===== config.mk =====
export PLATFORM = sky130hd
export DESIGN_NAME = vcp_top
export DESIGN_NICKNAME = d
export VERILOG_FILES = /design/src/hdl/vpu_pkg.sv /design/src/hdl/ctrl_regfile.sv /design/src/hdl/scalar_regfile.sv /design/src/hdl/vcp_decode.sv /design/src/hdl/vcp_execute.sv /design/src/hdl/vcp_top.sv
export SDC_FILE = /design/constraint.sdc
export NUM_CORES = 2
export LEC_CHECK = 0
export ABC_AREA = 1
export BUFFER_PORTS_ARGS = -buffer_cell sky130_fd_sc_hd__buf_4
export CAP_MARGIN = 10
export CELL_PAD_IN_SITES_DETAIL_PLACEMENT = 1
export CELL_PAD_IN_SITES_GLOBAL_PLACEMENT = 1
export CORE_ASPECT_RATIO = 1.2
export CORE_MARGIN = 5
export CORE_UTILIZATION = 30
export CTS_CLUSTER_SIZE = 10
export DETAILED_ROUTE_END_ITERATION = 8
export GPL_TIMING_DRIVEN = 1
export PLACE_DENSITY = 0.61
export SLEW_MARGIN = 20
export SYNTH_ARGS = -nofsm -noshare
export SYNTH_HDL_FRONTEND = slang
export SYNTH_SLANG_ARGS = --single-unit

===== constraint.sdc =====
create_clock -name clk -period 7.9 [get_ports clk]
set_input_delay 0.395 -clock clk [delete_from_list [all_inputs] [get_ports clk]]
set_output_delay 0.395 -clock clk [all_outputs]
set_load 0.05 [all_outputs]

===== src/hdl/vpu_pkg.sv =====
// shared widths, opcodes and instruction layout for the vector control pipeline, used by scoped names
package vpu_pkg;

  localparam int REG_WIDTH = 32;
  localparam int CR_ADDR_W = 6;
  localparam int VS_ADDR_W = 5;

  typedef logic [CR_ADDR_W-1:0] cr_addr_t;
  typedef logic [VS_ADDR_W-1:0] vs_addr_t;
  typedef logic [REG_WIDTH-1:0] word_t;

  // operation code is {minor_hi, funct}
  typedef logic [9:0] op_t;

  localparam logic [5:0] COP2_MAJOR = 6'b010010;

  // coprocessor moves sit in the low minor codes, vector ops have bit 25 set
  localparam op_t OP_CFC2   = {4'b0001, 6'b000000};
  localparam op_t OP_MTC2   = {4'b0010, 6'b000000};
  localparam op_t OP_CTC2   = {4'b0011, 6'b000000};
  localparam op_t OP_VMSTC  = {4'b1000, 6'b111000};
  localparam op_t OP_VMCTS  = {4'b1000, 6'b111001};
  localparam op_t OP_VHALF  = {4'b1000, 6'b101000};
  localparam op_t OP_VSATVL = {4'b1000, 6'b101001};

  localparam cr_addr_t CR_VL    = 6'd0;   // vector length
  localparam cr_addr_t CR_VINC0 = 6'd48;  // hardwired zero increment

  // one instruction word, two field layouts
  typedef union packed {
    struct packed {
      logic [5:0] major;     // 31:26
      logic [3:0] minor_hi;  // 25:22
      logic       spare;     // 21
      vs_addr_t   vs;        // 20:16
      cr_addr_t   cr;        // 15:10
      logic [3:0] imm;       // 9:6
      logic [5:0] funct;     // 5:0
    } ctl;
    struct packed {
      logic [5:0] major;
      logic [3:0] minor_hi;
      logic       spare;
      vs_addr_t   rt;        // 20:16
      vs_addr_t   vs;        // 15:11, mtc2 target
      logic [4:0] imm;       // 10:6
      logic [5:0] funct;
    } scl;
  } instr_u;

endpackage


===== src/hdl/ctrl_regfile.sv =====
// control register banks vc, vbase, vinc and vstride behind one read and one write port for vcp_top
`timescale 1ns/100ps

module ctrl_regfile (
  input  logic              clk,
  input  logic              resetn,
  input  vpu_pkg::cr_addr_t rd_addr,
  input  logic              rd_en,
  output vpu_pkg::word_t    rd_data,
  input  logic              wr_en,
  input  vpu_pkg::cr_addr_t wr_addr,
  input  vpu_pkg::word_t    wr_data,
  output vpu_pkg::word_t    vl
);

  vpu_pkg::word_t vc_q     [32];
  vpu_pkg::word_t base_q   [16];
  vpu_pkg::word_t inc_q    [8];
  vpu_pkg::word_t stride_q [8];
  logic [3:0]     wr_bank;
  logic [3:0]     rd_bank;

  // bank select bits in order vc, vbase, vinc and vstride
  function automatic logic [3:0] bank_of(vpu_pkg::cr_addr_t a);
    logic [3:0] b;
    b[0] = a < 6'd32;
    b[1] = a >= 6'd32 && a < vpu_pkg::CR_VINC0;
    b[2] = a >= vpu_pkg::CR_VINC0 && a < 6'd56;
    b[3] = a >= 6'd56;
    return b;
  endfunction

  assign wr_bank = bank_of(wr_addr);
  assign rd_bank = bank_of(rd_addr);

  always_ff @(posedge clk)
  begin
    if (!resetn)
    begin
      for (int i = 0; i < 32; i++) vc_q[i] <= '0;
      for (int i = 0; i < 16; i++) base_q[i] <= '0;
      for (int i = 0; i < 8; i++) inc_q[i] <= '0;
      for (int i = 0; i < 8; i++) stride_q[i] <= '0;
    end
    else if (wr_en)
    begin
      if (wr_bank[0])
        vc_q[wr_addr[4:0]] <= wr_data;
      if (wr_bank[1])
        base_q[wr_addr[3:0]] <= wr_data;
      if (wr_bank[2] && wr_addr != vpu_pkg::CR_VINC0)  // entry 48 stays zero
        inc_q[wr_addr[2:0]] <= wr_data;
      if (wr_bank[3])
        stride_q[wr_addr[2:0]] <= wr_data;
    end
  end

  always_ff @(posedge clk)
  begin
    if (rd_en)
    begin
      case (1'b1)
        rd_bank[0]: rd_data <= vc_q[rd_addr[4:0]];
        rd_bank[1]: rd_data <= base_q[rd_addr[3:0]];
        rd_bank[2]: rd_data <= inc_q[rd_addr[2:0]];
        default:    rd_data <= stride_q[rd_addr[2:0]];
      endcase
    end
  end

  assign vl = vc_q[vpu_pkg::CR_VL[4:0]];

  a_wr_bank: assert property (@(posedge clk) disable iff (!resetn)
    wr_en |-> $onehot(wr_bank));

endmodule


===== src/hdl/scalar_regfile.sv =====
// vs scalar register file, 32 words with a registered read port and one write port
`timescale 1ns/100ps

module scalar_regfile (
  input  logic              clk,
  input  logic              resetn,
  input  vpu_pkg::vs_addr_t rd_addr,
  input  logic              rd_en,
  output vpu_pkg::word_t    rd_data,
  input  logic              wr_en,
  input  vpu_pkg::vs_addr_t wr_addr,
  input  vpu_pkg::word_t    wr_data
);

  vpu_pkg::word_t vs_q [32];

  always_ff @(posedge clk)
  begin
    if (!resetn)
      for (int i = 0; i < 32; i++) vs_q[i] <= '0;
    else if (wr_en)
      vs_q[wr_addr] <= wr_data;
  end

  // read data holds while the reader is stalled
  always_ff @(posedge clk)
  begin
    if (rd_en)
      rd_data <= vs_q[rd_addr];
  end

endmodule


===== src/hdl/vcp_decode.sv =====
// stage 1 of the control pipeline: instruction register, decode, hazards and stage-2 registers
`timescale 1ns/100ps

module vcp_decode (
  input  logic              clk,
  input  logic              resetn,
  input  vpu_pkg::word_t    instr,
  input  logic              instr_en,
  input  logic              stall2,
  input  vpu_pkg::word_t    fwd_data,
  input  logic              cr_wr_en,
  output logic              instr_wait,
  output vpu_pkg::cr_addr_t cr_rd_addr,
  output logic              cr_rd_en,
  output vpu_pkg::vs_addr_t vs_rd_addr,
  output logic              vs_rd_en,
  output logic              s2_valid,
  output vpu_pkg::op_t      s2_op,
  output vpu_pkg::cr_addr_t s2_cr_dst,
  output vpu_pkg::vs_addr_t s2_vs_dst,
  output vpu_pkg::cr_addr_t rd_cr_addr_s2,
  output logic              fwd_en,
  output vpu_pkg::word_t    fwd_word
);

  vpu_pkg::instr_u   in_word;
  vpu_pkg::instr_u   ir;
  vpu_pkg::op_t      op_s1;
  logic              is_cop2;
  logic              stall1;
  logic              s1_valid;
  logic              reads_cr;
  logic              reads_vs;
  vpu_pkg::cr_addr_t cr_src;
  vpu_pkg::cr_addr_t cr_dst;
  vpu_pkg::vs_addr_t vs_dst;
  logic              s2_vs_we;
  logic              vs_haz;
  logic              fwd_hit;

  assign in_word    = instr;
  assign is_cop2    = in_word.ctl.major == vpu_pkg::COP2_MAJOR;
  assign instr_wait = stall1 & is_cop2;  // foreign words are always taken

  always_ff @(posedge clk)
  begin
    if (!resetn)
      ir <= '0;
    else if (!stall1)
      ir <= (instr_en && is_cop2) ? in_word : '0;  // empty slot decodes as no-op
  end

  assign op_s1 = {ir.ctl.minor_hi, ir.ctl.funct};

  always_comb
  begin
    s1_valid = 1'b1;
    reads_cr = 1'b0;
    reads_vs = 1'b0;
    cr_src   = ir.ctl.cr;
    cr_dst   = ir.ctl.cr;
    vs_dst   = ir.ctl.vs;
    case (op_s1)
      vpu_pkg::OP_CTC2:  ;
      vpu_pkg::OP_CFC2:  reads_cr = 1'b1;
      vpu_pkg::OP_MTC2:  vs_dst = ir.scl.vs;
      vpu_pkg::OP_VMSTC: reads_vs = 1'b1;  // vs in 20:16 to cr in 15:10
      vpu_pkg::OP_VMCTS: reads_cr = 1'b1;  // cr in 15:10 to vs in 20:16
      vpu_pkg::OP_VHALF, vpu_pkg::OP_VSATVL:
      begin
        cr_src = vpu_pkg::CR_VL;
        cr_dst = vpu_pkg::CR_VL;
      end
      default:           s1_valid = 1'b0;
    endcase
  end

  // vs has no bypass, so a read right behind a matching write waits a cycle
  assign s2_vs_we = s2_valid & (s2_op == vpu_pkg::OP_MTC2 || s2_op == vpu_pkg::OP_VMCTS);
  assign vs_haz   = reads_vs & s2_vs_we & (ir.ctl.vs == s2_vs_dst);
  assign stall1   = stall2 | vs_haz;

  // the read happens at the same edge as the stage-2 write, so take the write data
  assign fwd_hit = reads_cr & cr_wr_en & (cr_src == s2_cr_dst);

  assign cr_rd_addr = cr_src;
  assign cr_rd_en   = reads_cr & ~stall1;
  assign vs_rd_addr = ir.ctl.vs;
  assign vs_rd_en   = reads_vs & ~stall1;

  always_ff @(posedge clk)
  begin
    if (!resetn)
    begin
      s2_valid <= 1'b0;
      fwd_en   <= 1'b0;
    end
    else if (!stall2)
    begin
      s2_valid <= s1_valid & ~stall1;  // bubble while stage 1 waits
      fwd_en   <= fwd_hit & ~stall1;
    end
  end

  always_ff @(posedge clk)
  begin
    if (!stall1)
    begin
      s2_op         <= op_s1;
      s2_cr_dst     <= cr_dst;
      s2_vs_dst     <= vs_dst;
      rd_cr_addr_s2 <= cr_src;
      fwd_word      <= fwd_data;
    end
  end

  a_one_dest: assert property (@(posedge clk) disable iff (!resetn)
    !(cr_wr_en && s2_vs_we));

endmodule


===== src/hdl/vcp_execute.sv =====
// stages 2 and 3: operand select, register write data, scalar_in use and the scalar_out handshake
`timescale 1ns/100ps

module vcp_execute #(
  parameter int MVL = 64
) (
  input  logic              clk,
  input  logic              resetn,
  input  vpu_pkg::word_t    scalar_in,
  input  logic              scalar_in_en,
  input  logic              scalar_out_wait,
  input  logic              s2_valid,
  input  vpu_pkg::op_t      s2_op,
  input  vpu_pkg::cr_addr_t s2_cr_dst,
  input  vpu_pkg::vs_addr_t s2_vs_dst,
  input  vpu_pkg::cr_addr_t rd_cr_addr_s2,
  input  vpu_pkg::word_t    cr_rd_data,
  input  vpu_pkg::word_t    vs_rd_data,
  input  vpu_pkg::word_t    vl,
  input  logic              fwd_en,
  input  vpu_pkg::word_t    fwd_word,
  output logic              scalar_in_wait,
  output vpu_pkg::word_t    scalar_out,
  output logic              scalar_out_en,
  output logic              stall2,
  output logic              cr_wr_en,
  output vpu_pkg::cr_addr_t cr_wr_addr,
  output vpu_pkg::word_t    cr_wr_data,
  output logic              vs_wr_en,
  output vpu_pkg::vs_addr_t vs_wr_addr,
  output vpu_pkg::word_t    vs_wr_data,
  output vpu_pkg::word_t    fwd_data
);

  localparam vpu_pkg::word_t MVL_WORD = vpu_pkg::word_t'(MVL);

  logic           is_cfc2;
  logic           needs_in;
  logic           writes_cr;
  logic           writes_vs;
  logic           stall3;
  logic           s3_full;
  vpu_pkg::word_t s3_data;
  vpu_pkg::word_t cr_val;
  vpu_pkg::word_t wr_data;

  assign is_cfc2   = s2_valid & (s2_op == vpu_pkg::OP_CFC2);
  assign needs_in  = s2_valid & (s2_op == vpu_pkg::OP_CTC2 || s2_op == vpu_pkg::OP_MTC2);
  assign writes_cr = s2_valid & (s2_op == vpu_pkg::OP_CTC2 || s2_op == vpu_pkg::OP_VMSTC ||
                                 s2_op == vpu_pkg::OP_VHALF || s2_op == vpu_pkg::OP_VSATVL);
  assign writes_vs = s2_valid & (s2_op == vpu_pkg::OP_MTC2 || s2_op == vpu_pkg::OP_VMCTS);

  assign stall3         = is_cfc2 & s3_full & scalar_out_wait;
  assign stall2         = stall3 | (needs_in & ~scalar_in_en);
  assign scalar_in_wait = ~(needs_in & ~stall2);  // open only on the consuming cycle

  // entry 48 is hardwired, a forwarded write to it never shows
  assign cr_val = (fwd_en && rd_cr_addr_s2 != vpu_pkg::CR_VINC0) ? fwd_word : cr_rd_data;

  always_comb
  begin
    case (s2_op)
      vpu_pkg::OP_CTC2, vpu_pkg::OP_MTC2: wr_data = scalar_in;
      vpu_pkg::OP_VMSTC:  wr_data = vs_rd_data;
      vpu_pkg::OP_VMCTS:  wr_data = cr_val;
      vpu_pkg::OP_VHALF:  wr_data = vl >> 1;  // vl is live, no forward needed
      vpu_pkg::OP_VSATVL: wr_data = (vl > MVL_WORD) ? MVL_WORD : vl;
      default:            wr_data = cr_val;
    endcase
  end

  assign cr_wr_en   = writes_cr & ~stall2;
  assign cr_wr_addr = s2_cr_dst;
  assign cr_wr_data = wr_data;
  assign vs_wr_en   = writes_vs & ~stall2;
  assign vs_wr_addr = s2_vs_dst;
  assign vs_wr_data = wr_data;
  assign fwd_data   = wr_data;

  // stage 3 holds one cfc2 result until the cpu takes it
  always_ff @(posedge clk)
  begin
    if (!resetn)
      s3_full <= 1'b0;
    else if (is_cfc2 && !stall2)
      s3_full <= 1'b1;
    else if (!scalar_out_wait)
      s3_full <= 1'b0;
  end

  always_ff @(posedge clk)
  begin
    if (is_cfc2 && !stall2)
      s3_data <= cr_val;
  end

  assign scalar_out    = s3_data;
  assign scalar_out_en = s3_full;

  a_out_hold: assert property (@(posedge clk) disable iff (!resetn)
    scalar_out_en && scalar_out_wait |=> scalar_out_en && $stable(scalar_out));

endmodule


===== src/hdl/vcp_top.sv =====
// top of the vector control pipeline, joins decode, both register files and execute
`timescale 1ns/100ps

module vcp_top #(
  parameter int MVL = 64
) (
  input  logic           clk,
  input  logic           resetn,
  input  vpu_pkg::word_t instr,
  input  logic           instr_en,
  output logic           instr_wait,
  input  vpu_pkg::word_t scalar_in,
  input  logic           scalar_in_en,
  output logic           scalar_in_wait,
  output vpu_pkg::word_t scalar_out,
  output logic           scalar_out_en,
  input  logic           scalar_out_wait
);

  vpu_pkg::cr_addr_t cr_rd_addr;
  logic              cr_rd_en;
  vpu_pkg::word_t    cr_rd_data;
  vpu_pkg::vs_addr_t vs_rd_addr;
  logic              vs_rd_en;
  vpu_pkg::word_t    vs_rd_data;
  vpu_pkg::word_t    vl;

  logic              s2_valid;
  vpu_pkg::op_t      s2_op;
  vpu_pkg::cr_addr_t s2_cr_dst;
  vpu_pkg::vs_addr_t s2_vs_dst;
  vpu_pkg::cr_addr_t rd_cr_addr_s2;
  logic              fwd_en;
  vpu_pkg::word_t    fwd_word;
  vpu_pkg::word_t    fwd_data;
  logic              stall2;

  logic              cr_wr_en;
  vpu_pkg::cr_addr_t cr_wr_addr;
  vpu_pkg::word_t    cr_wr_data;
  logic              vs_wr_en;
  vpu_pkg::vs_addr_t vs_wr_addr;
  vpu_pkg::word_t    vs_wr_data;

  vcp_decode u_decode (
    .clk           (clk),
    .resetn        (resetn),
    .instr         (instr),
    .instr_en      (instr_en),
    .stall2        (stall2),
    .fwd_data      (fwd_data),
    .cr_wr_en      (cr_wr_en),
    .instr_wait    (instr_wait),
    .cr_rd_addr    (cr_rd_addr),
    .cr_rd_en      (cr_rd_en),
    .vs_rd_addr    (vs_rd_addr),
    .vs_rd_en      (vs_rd_en),
    .s2_valid      (s2_valid),
    .s2_op         (s2_op),
    .s2_cr_dst     (s2_cr_dst),
    .s2_vs_dst     (s2_vs_dst),
    .rd_cr_addr_s2 (rd_cr_addr_s2),
    .fwd_en        (fwd_en),
    .fwd_word      (fwd_word)
  );

  ctrl_regfile u_ctrl_rf (
    .clk     (clk),
    .resetn  (resetn),
    .rd_addr (cr_rd_addr),
    .rd_en   (cr_rd_en),
    .rd_data (cr_rd_data),
    .wr_en   (cr_wr_en),
    .wr_addr (cr_wr_addr),
    .wr_data (cr_wr_data),
    .vl      (vl)
  );

  scalar_regfile u_scalar_rf (
    .clk     (clk),
    .resetn  (resetn),
    .rd_addr (vs_rd_addr),
    .rd_en   (vs_rd_en),
    .rd_data (vs_rd_data),
    .wr_en   (vs_wr_en),
    .wr_addr (vs_wr_addr),
    .wr_data (vs_wr_data)
  );

  vcp_execute #(
    .MVL (MVL)
  ) u_execute (
    .clk             (clk),
    .resetn          (resetn),
    .scalar_in       (scalar_in),
    .scalar_in_en    (scalar_in_en),
    .scalar_out_wait (scalar_out_wait),
    .s2_valid        (s2_valid),
    .s2_op           (s2_op),
    .s2_cr_dst       (s2_cr_dst),
    .s2_vs_dst       (s2_vs_dst),
    .rd_cr_addr_s2   (rd_cr_addr_s2),
    .cr_rd_data      (cr_rd_data),
    .vs_rd_data      (vs_rd_data),
    .vl              (vl),
    .fwd_en          (fwd_en),
    .fwd_word        (fwd_word),
    .scalar_in_wait  (scalar_in_wait),
    .scalar_out      (scalar_out),
    .scalar_out_en   (scalar_out_en),
    .stall2          (stall2),
    .cr_wr_en        (cr_wr_en),
    .cr_wr_addr      (cr_wr_addr),
    .cr_wr_data      (cr_wr_data),
    .vs_wr_en        (vs_wr_en),
    .vs_wr_addr      (vs_wr_addr),
    .vs_wr_data      (vs_wr_data),
    .fwd_data        (fwd_data)
  );

endmodule


==> metrics.md <==
| Metric | Value |
|---|---|
| CTS Sinks | `3245` |
| DRC | `0` |
| Status | `complete, no violations` |
| Unique masters post-synth | `51` |
| DP Wirelength | `339000 um` |
| First DRT Iteration DRCs | `11500` |
| Clk root buf | `clkbuf_16` |
| Largest family of logic cells by synthesized area | `simple AND/OR/NAND/NOR gates` |
| Die area | `517000 um2` |
| Clock Latency Late Sink | `1.02 ns` |
| Hold WS | `0.0680 ns` |
| Max Root-Sink Buffers | `4` |
| Syn Inst Count | `14700` |
| Placed cell count | `20400` |
| Achievable Freq | `174 MHz` |
| Mux contribution to synthesized area | `0.134%` |
| Worst Hold Class | `in -> reg` |
| RSZ-0062 raised after global routing | `false` |
| Final Max Tran Viols | `0` |
| Max VDD drop | `0.000161 V` |
| Post-DR wirelength/cell | `27.7 um` |
| # Post-CTS Setup Buffers | `0` |
| Vias after detailed routing | `113000` |
| Port Buffers | `98` |
| Final #Nets | `14300` |
| Final setup TNS | `0 ns` |
| Avg Inst Size Synth | `10.2 um2` |
| Synth Area in XOR/XNOR | `0.0523%` |
| Vias in the first global route | `111000` |
| Worst-path clk slew | `0.06 ns` |
| # rows | `285` |
| CTS H-Tree Depth | `5` |
| Post-synth EDFFs | `3221` |
| DRT Pass-1 Iters | `6` |
| Yosys warns | `0` |
| Minimum clock period | `5.75 ns` |
| Syn Std Cell Area | `151000 um2` |
| GR Util All Layers | `21.5%` |
| Place WS | `2.19 ns` |
| Setup crit end kind | `flip-flop` |
| Number of synthesized register bits | `3245` |
| Largest net degree at the start of global routing | `163` |
| Synth Area in Adders | `0%` |
| Share of layout cells above drive strength 1 | `9.33%` |
| Ports | `104` |
| Layout Skew | `0.0652 ns` |
| Fin cells | `20900` |
| Initial antenna violation count | `30` |
| Gr ovfl total | `0` |
| Final Instance Area | `167000 um2` |
| Final setup viols | `0` |
| Worst setup margin | `2.15 ns` |
| Post-synthesis sequential area ratio | `64.5%` |
| Die span in y | `787 um` |
| Routed vias/inst | `5.39` |
| Global-route wire length before repair | `818000 um` |
| Setup CP Type | `reg -> reg` |
| CTS tree | `done` |
| Pwr/cell area | `217 nW/um2` |
| Num CTS Buffers | `370` |
| Final Cycle Share | `72.8%` |
| Worst-Margin Slew | `1.15 ns` |
| Leak | `62.7 nW` |
| Area after DPL | `157000 um2` |
| Area delta synth->final | `11.0%` |
| Effective utilization at floorplan | `30.1%` |
| WL final | `580000 um` |
| CP Launch Type | `flip-flop` |
| Die X | `657 um` |
| FFs w/ async S/R, synth | `0%` |
| Ys flop type | `edfxtp_1` |
| Arrival time of the worst setup path | `6.41 ns` |
| Final GP Congestion | `0.844` |
| CP required | `8.56 ns` |
| Compound-cell area share of the yosys netlist | `6.03%` |
| ANT nets after route | `0` |
| Max-cap violation count | `0` |
| Crit Path Max Fanout | `33` |
| Max transition margin | `23.1%` |
| Simple-gate share of the synthesized area | `22.3%` |
| Hold Fails Final Rpt | `0` |
| Core area | `501000 um2` |
-- synth_stat cells, types with 5 or more instances --
library cell	instances	area (um2)
a31oi_1	32	200
buf_6	71	800
nor2_2	13	81.3
a32oi_1	31	272
nand3_1	1867	9340
buf_4	57	428
inv_1	1073	4030
nand3b_1	385	2890
o22ai_1	60	375
edfxtp_1	3221	96700
xor2_1	8	70.1
inv_2	30	113
nor3_1	25	125
o2111ai_1	352	3080
dfxtp_1	24	480
buf_2	259	1300
nor4_1	5	31.3
or2_2	352	2200
nor2_4	5	56.3
nand4_1	28	175
a21oi_1	27	135
nor2_1	3764	14100
o221ai_1	196	1720
nand2_1	1158	4350
mux2_1	6	67.6
nand3_4	10	175
o21ai_1	13	65.1
clkbuf_1	962	3610
o21ai_0	586	2930
o21ai_2	5	43.8
mux2_2	8	90.1
buf_1	58	218
a221oi_1	24	210
-- per-layer routing --
metal	wire length, um	up-vias	global-route usage (%)
li1	-	49200	-
met1	237000	58900	27.9
met2	274000	3939	35.5
met3	37400	903	2.96
met4	31400	6	10.4
met5	46	-	0
-- state kept, by name, summed over array words and instances (netlist names) --
signal                   cells
u_ctrl_rf.base_q           512
u_ctrl_rf.inc_q            256
u_ctrl_rf.rd_data           32
u_ctrl_rf.stride_q         256
u_ctrl_rf.vc_q            1024
u_decode.fwd_en              1
u_decode.fwd_word           32
u_decode.ir                 21
u_decode.s2_cr_dst           6
u_decode.s2_op              10
u_decode.s2_valid            1
u_decode.s2_vs_dst           5
u_execute.scalar_out        32
u_execute.scalar_out_en      1
u_scalar_rf.rd_data         32
u_scalar_rf.vs_q          1024
-- cell usage in the layout, fill, tap and decap left out, types with 373 or more instances in the layout --
| cell type | count |
|---|---|
| nor2_1 | 3758 |
| edfxtp_1 | 3221 |
| nand3_1 | 1867 |
| nand2_1 | 1146 |
| inv_1 | 1066 |
| o21ai_0 | 585 |
| buf_4 | 437 |
| nand3b_1 | 385 |
| clkbuf_16 | 373 |
-- cells by family after synthesis --
kind of cell	after synthesis
compound gates	1332
xor+xnor	9
buf+inv	2515
flops	3245
mux	18
other cells	1
simple gates	7620
-- path summary, 6_finish.rpt --
path | startpoint | endpoint | slack [ns] | depth (start not counted)
max | u_decode.s2_op[6]$_DFFE_PP_ | u_ctrl_rf.vc_q[25][10]$_SDFFCE_PN0P_ | 2.15 | 12
min | instr[1] | u_decode.ir[1]$_SDFFE_PN0P_ | 0.07 | 5
max reg2reg | u_decode.s2_op[6]$_DFFE_PP_ | u_ctrl_rf.vc_q[25][10]$_SDFFCE_PN0P_ | 2.15 | 12
min reg2reg | u_decode.ir[2]$_SDFFE_PN0P_ | u_decode.s2_op[2]$_DFFE_PP_ | 0.43 | 0
-- stage by stage --
stage	util [%]	total power, W
2_1_floorplan	-	0.0204
3_3_place_gp	31.3	0.0209
3_5_place_dp	31.3	0.0209
4_1_cts	33.4	0.0366
5_1_grt	33.4	0.0373
6_report	33.4	0.0363
-- timing repair --
item,4_1_cts,5_1_grt
resized for setup,0,0
hold buffers,19,0
hold endpoints to repair,27,0
-- final cells by class --
| type | instances | area (um2) |
|---|---|---|
| sequential | 3245 | 97200 |
| inverter | 1107 | 4320 |
| clock buffer | 453 | 9660 |
| antenna | 7 | 17.5 |
| clock inverter | 41 | 691 |
| fill | 55800 | 334000 |
| timing repair buffer | 480 | 3940 |
| multi-input combinational | 9011 | 43300 |
| tap | 6601 | 8260 |
-- where the power goes --
part           switching, W  total, W  leakage (nW)  internal, W
Clock               0.00711    0.0158          5.00      0.00866
Combinational      0.000805   0.00103          24.4     0.000222
Sequential         0.000136    0.0195          33.4       0.0194
Total               0.00805    0.0363          62.7       0.0283
-- worst max-delay path, stage by stage, from the launching register on --
cell      delay [ns]
edfxtp_1        0.47
nor2_2          0.18
nand3_1         0.11
nor2_1          0.19
nand2_2         0.43
nand2_1         0.23
nor2_2          0.09
nor3_4          0.87
nand2_4         0.16
nor2_4          0.66
nand3_4         0.60
nand2_1         0.98
buf_4           0.38
(Power assumes the default switching activity.)
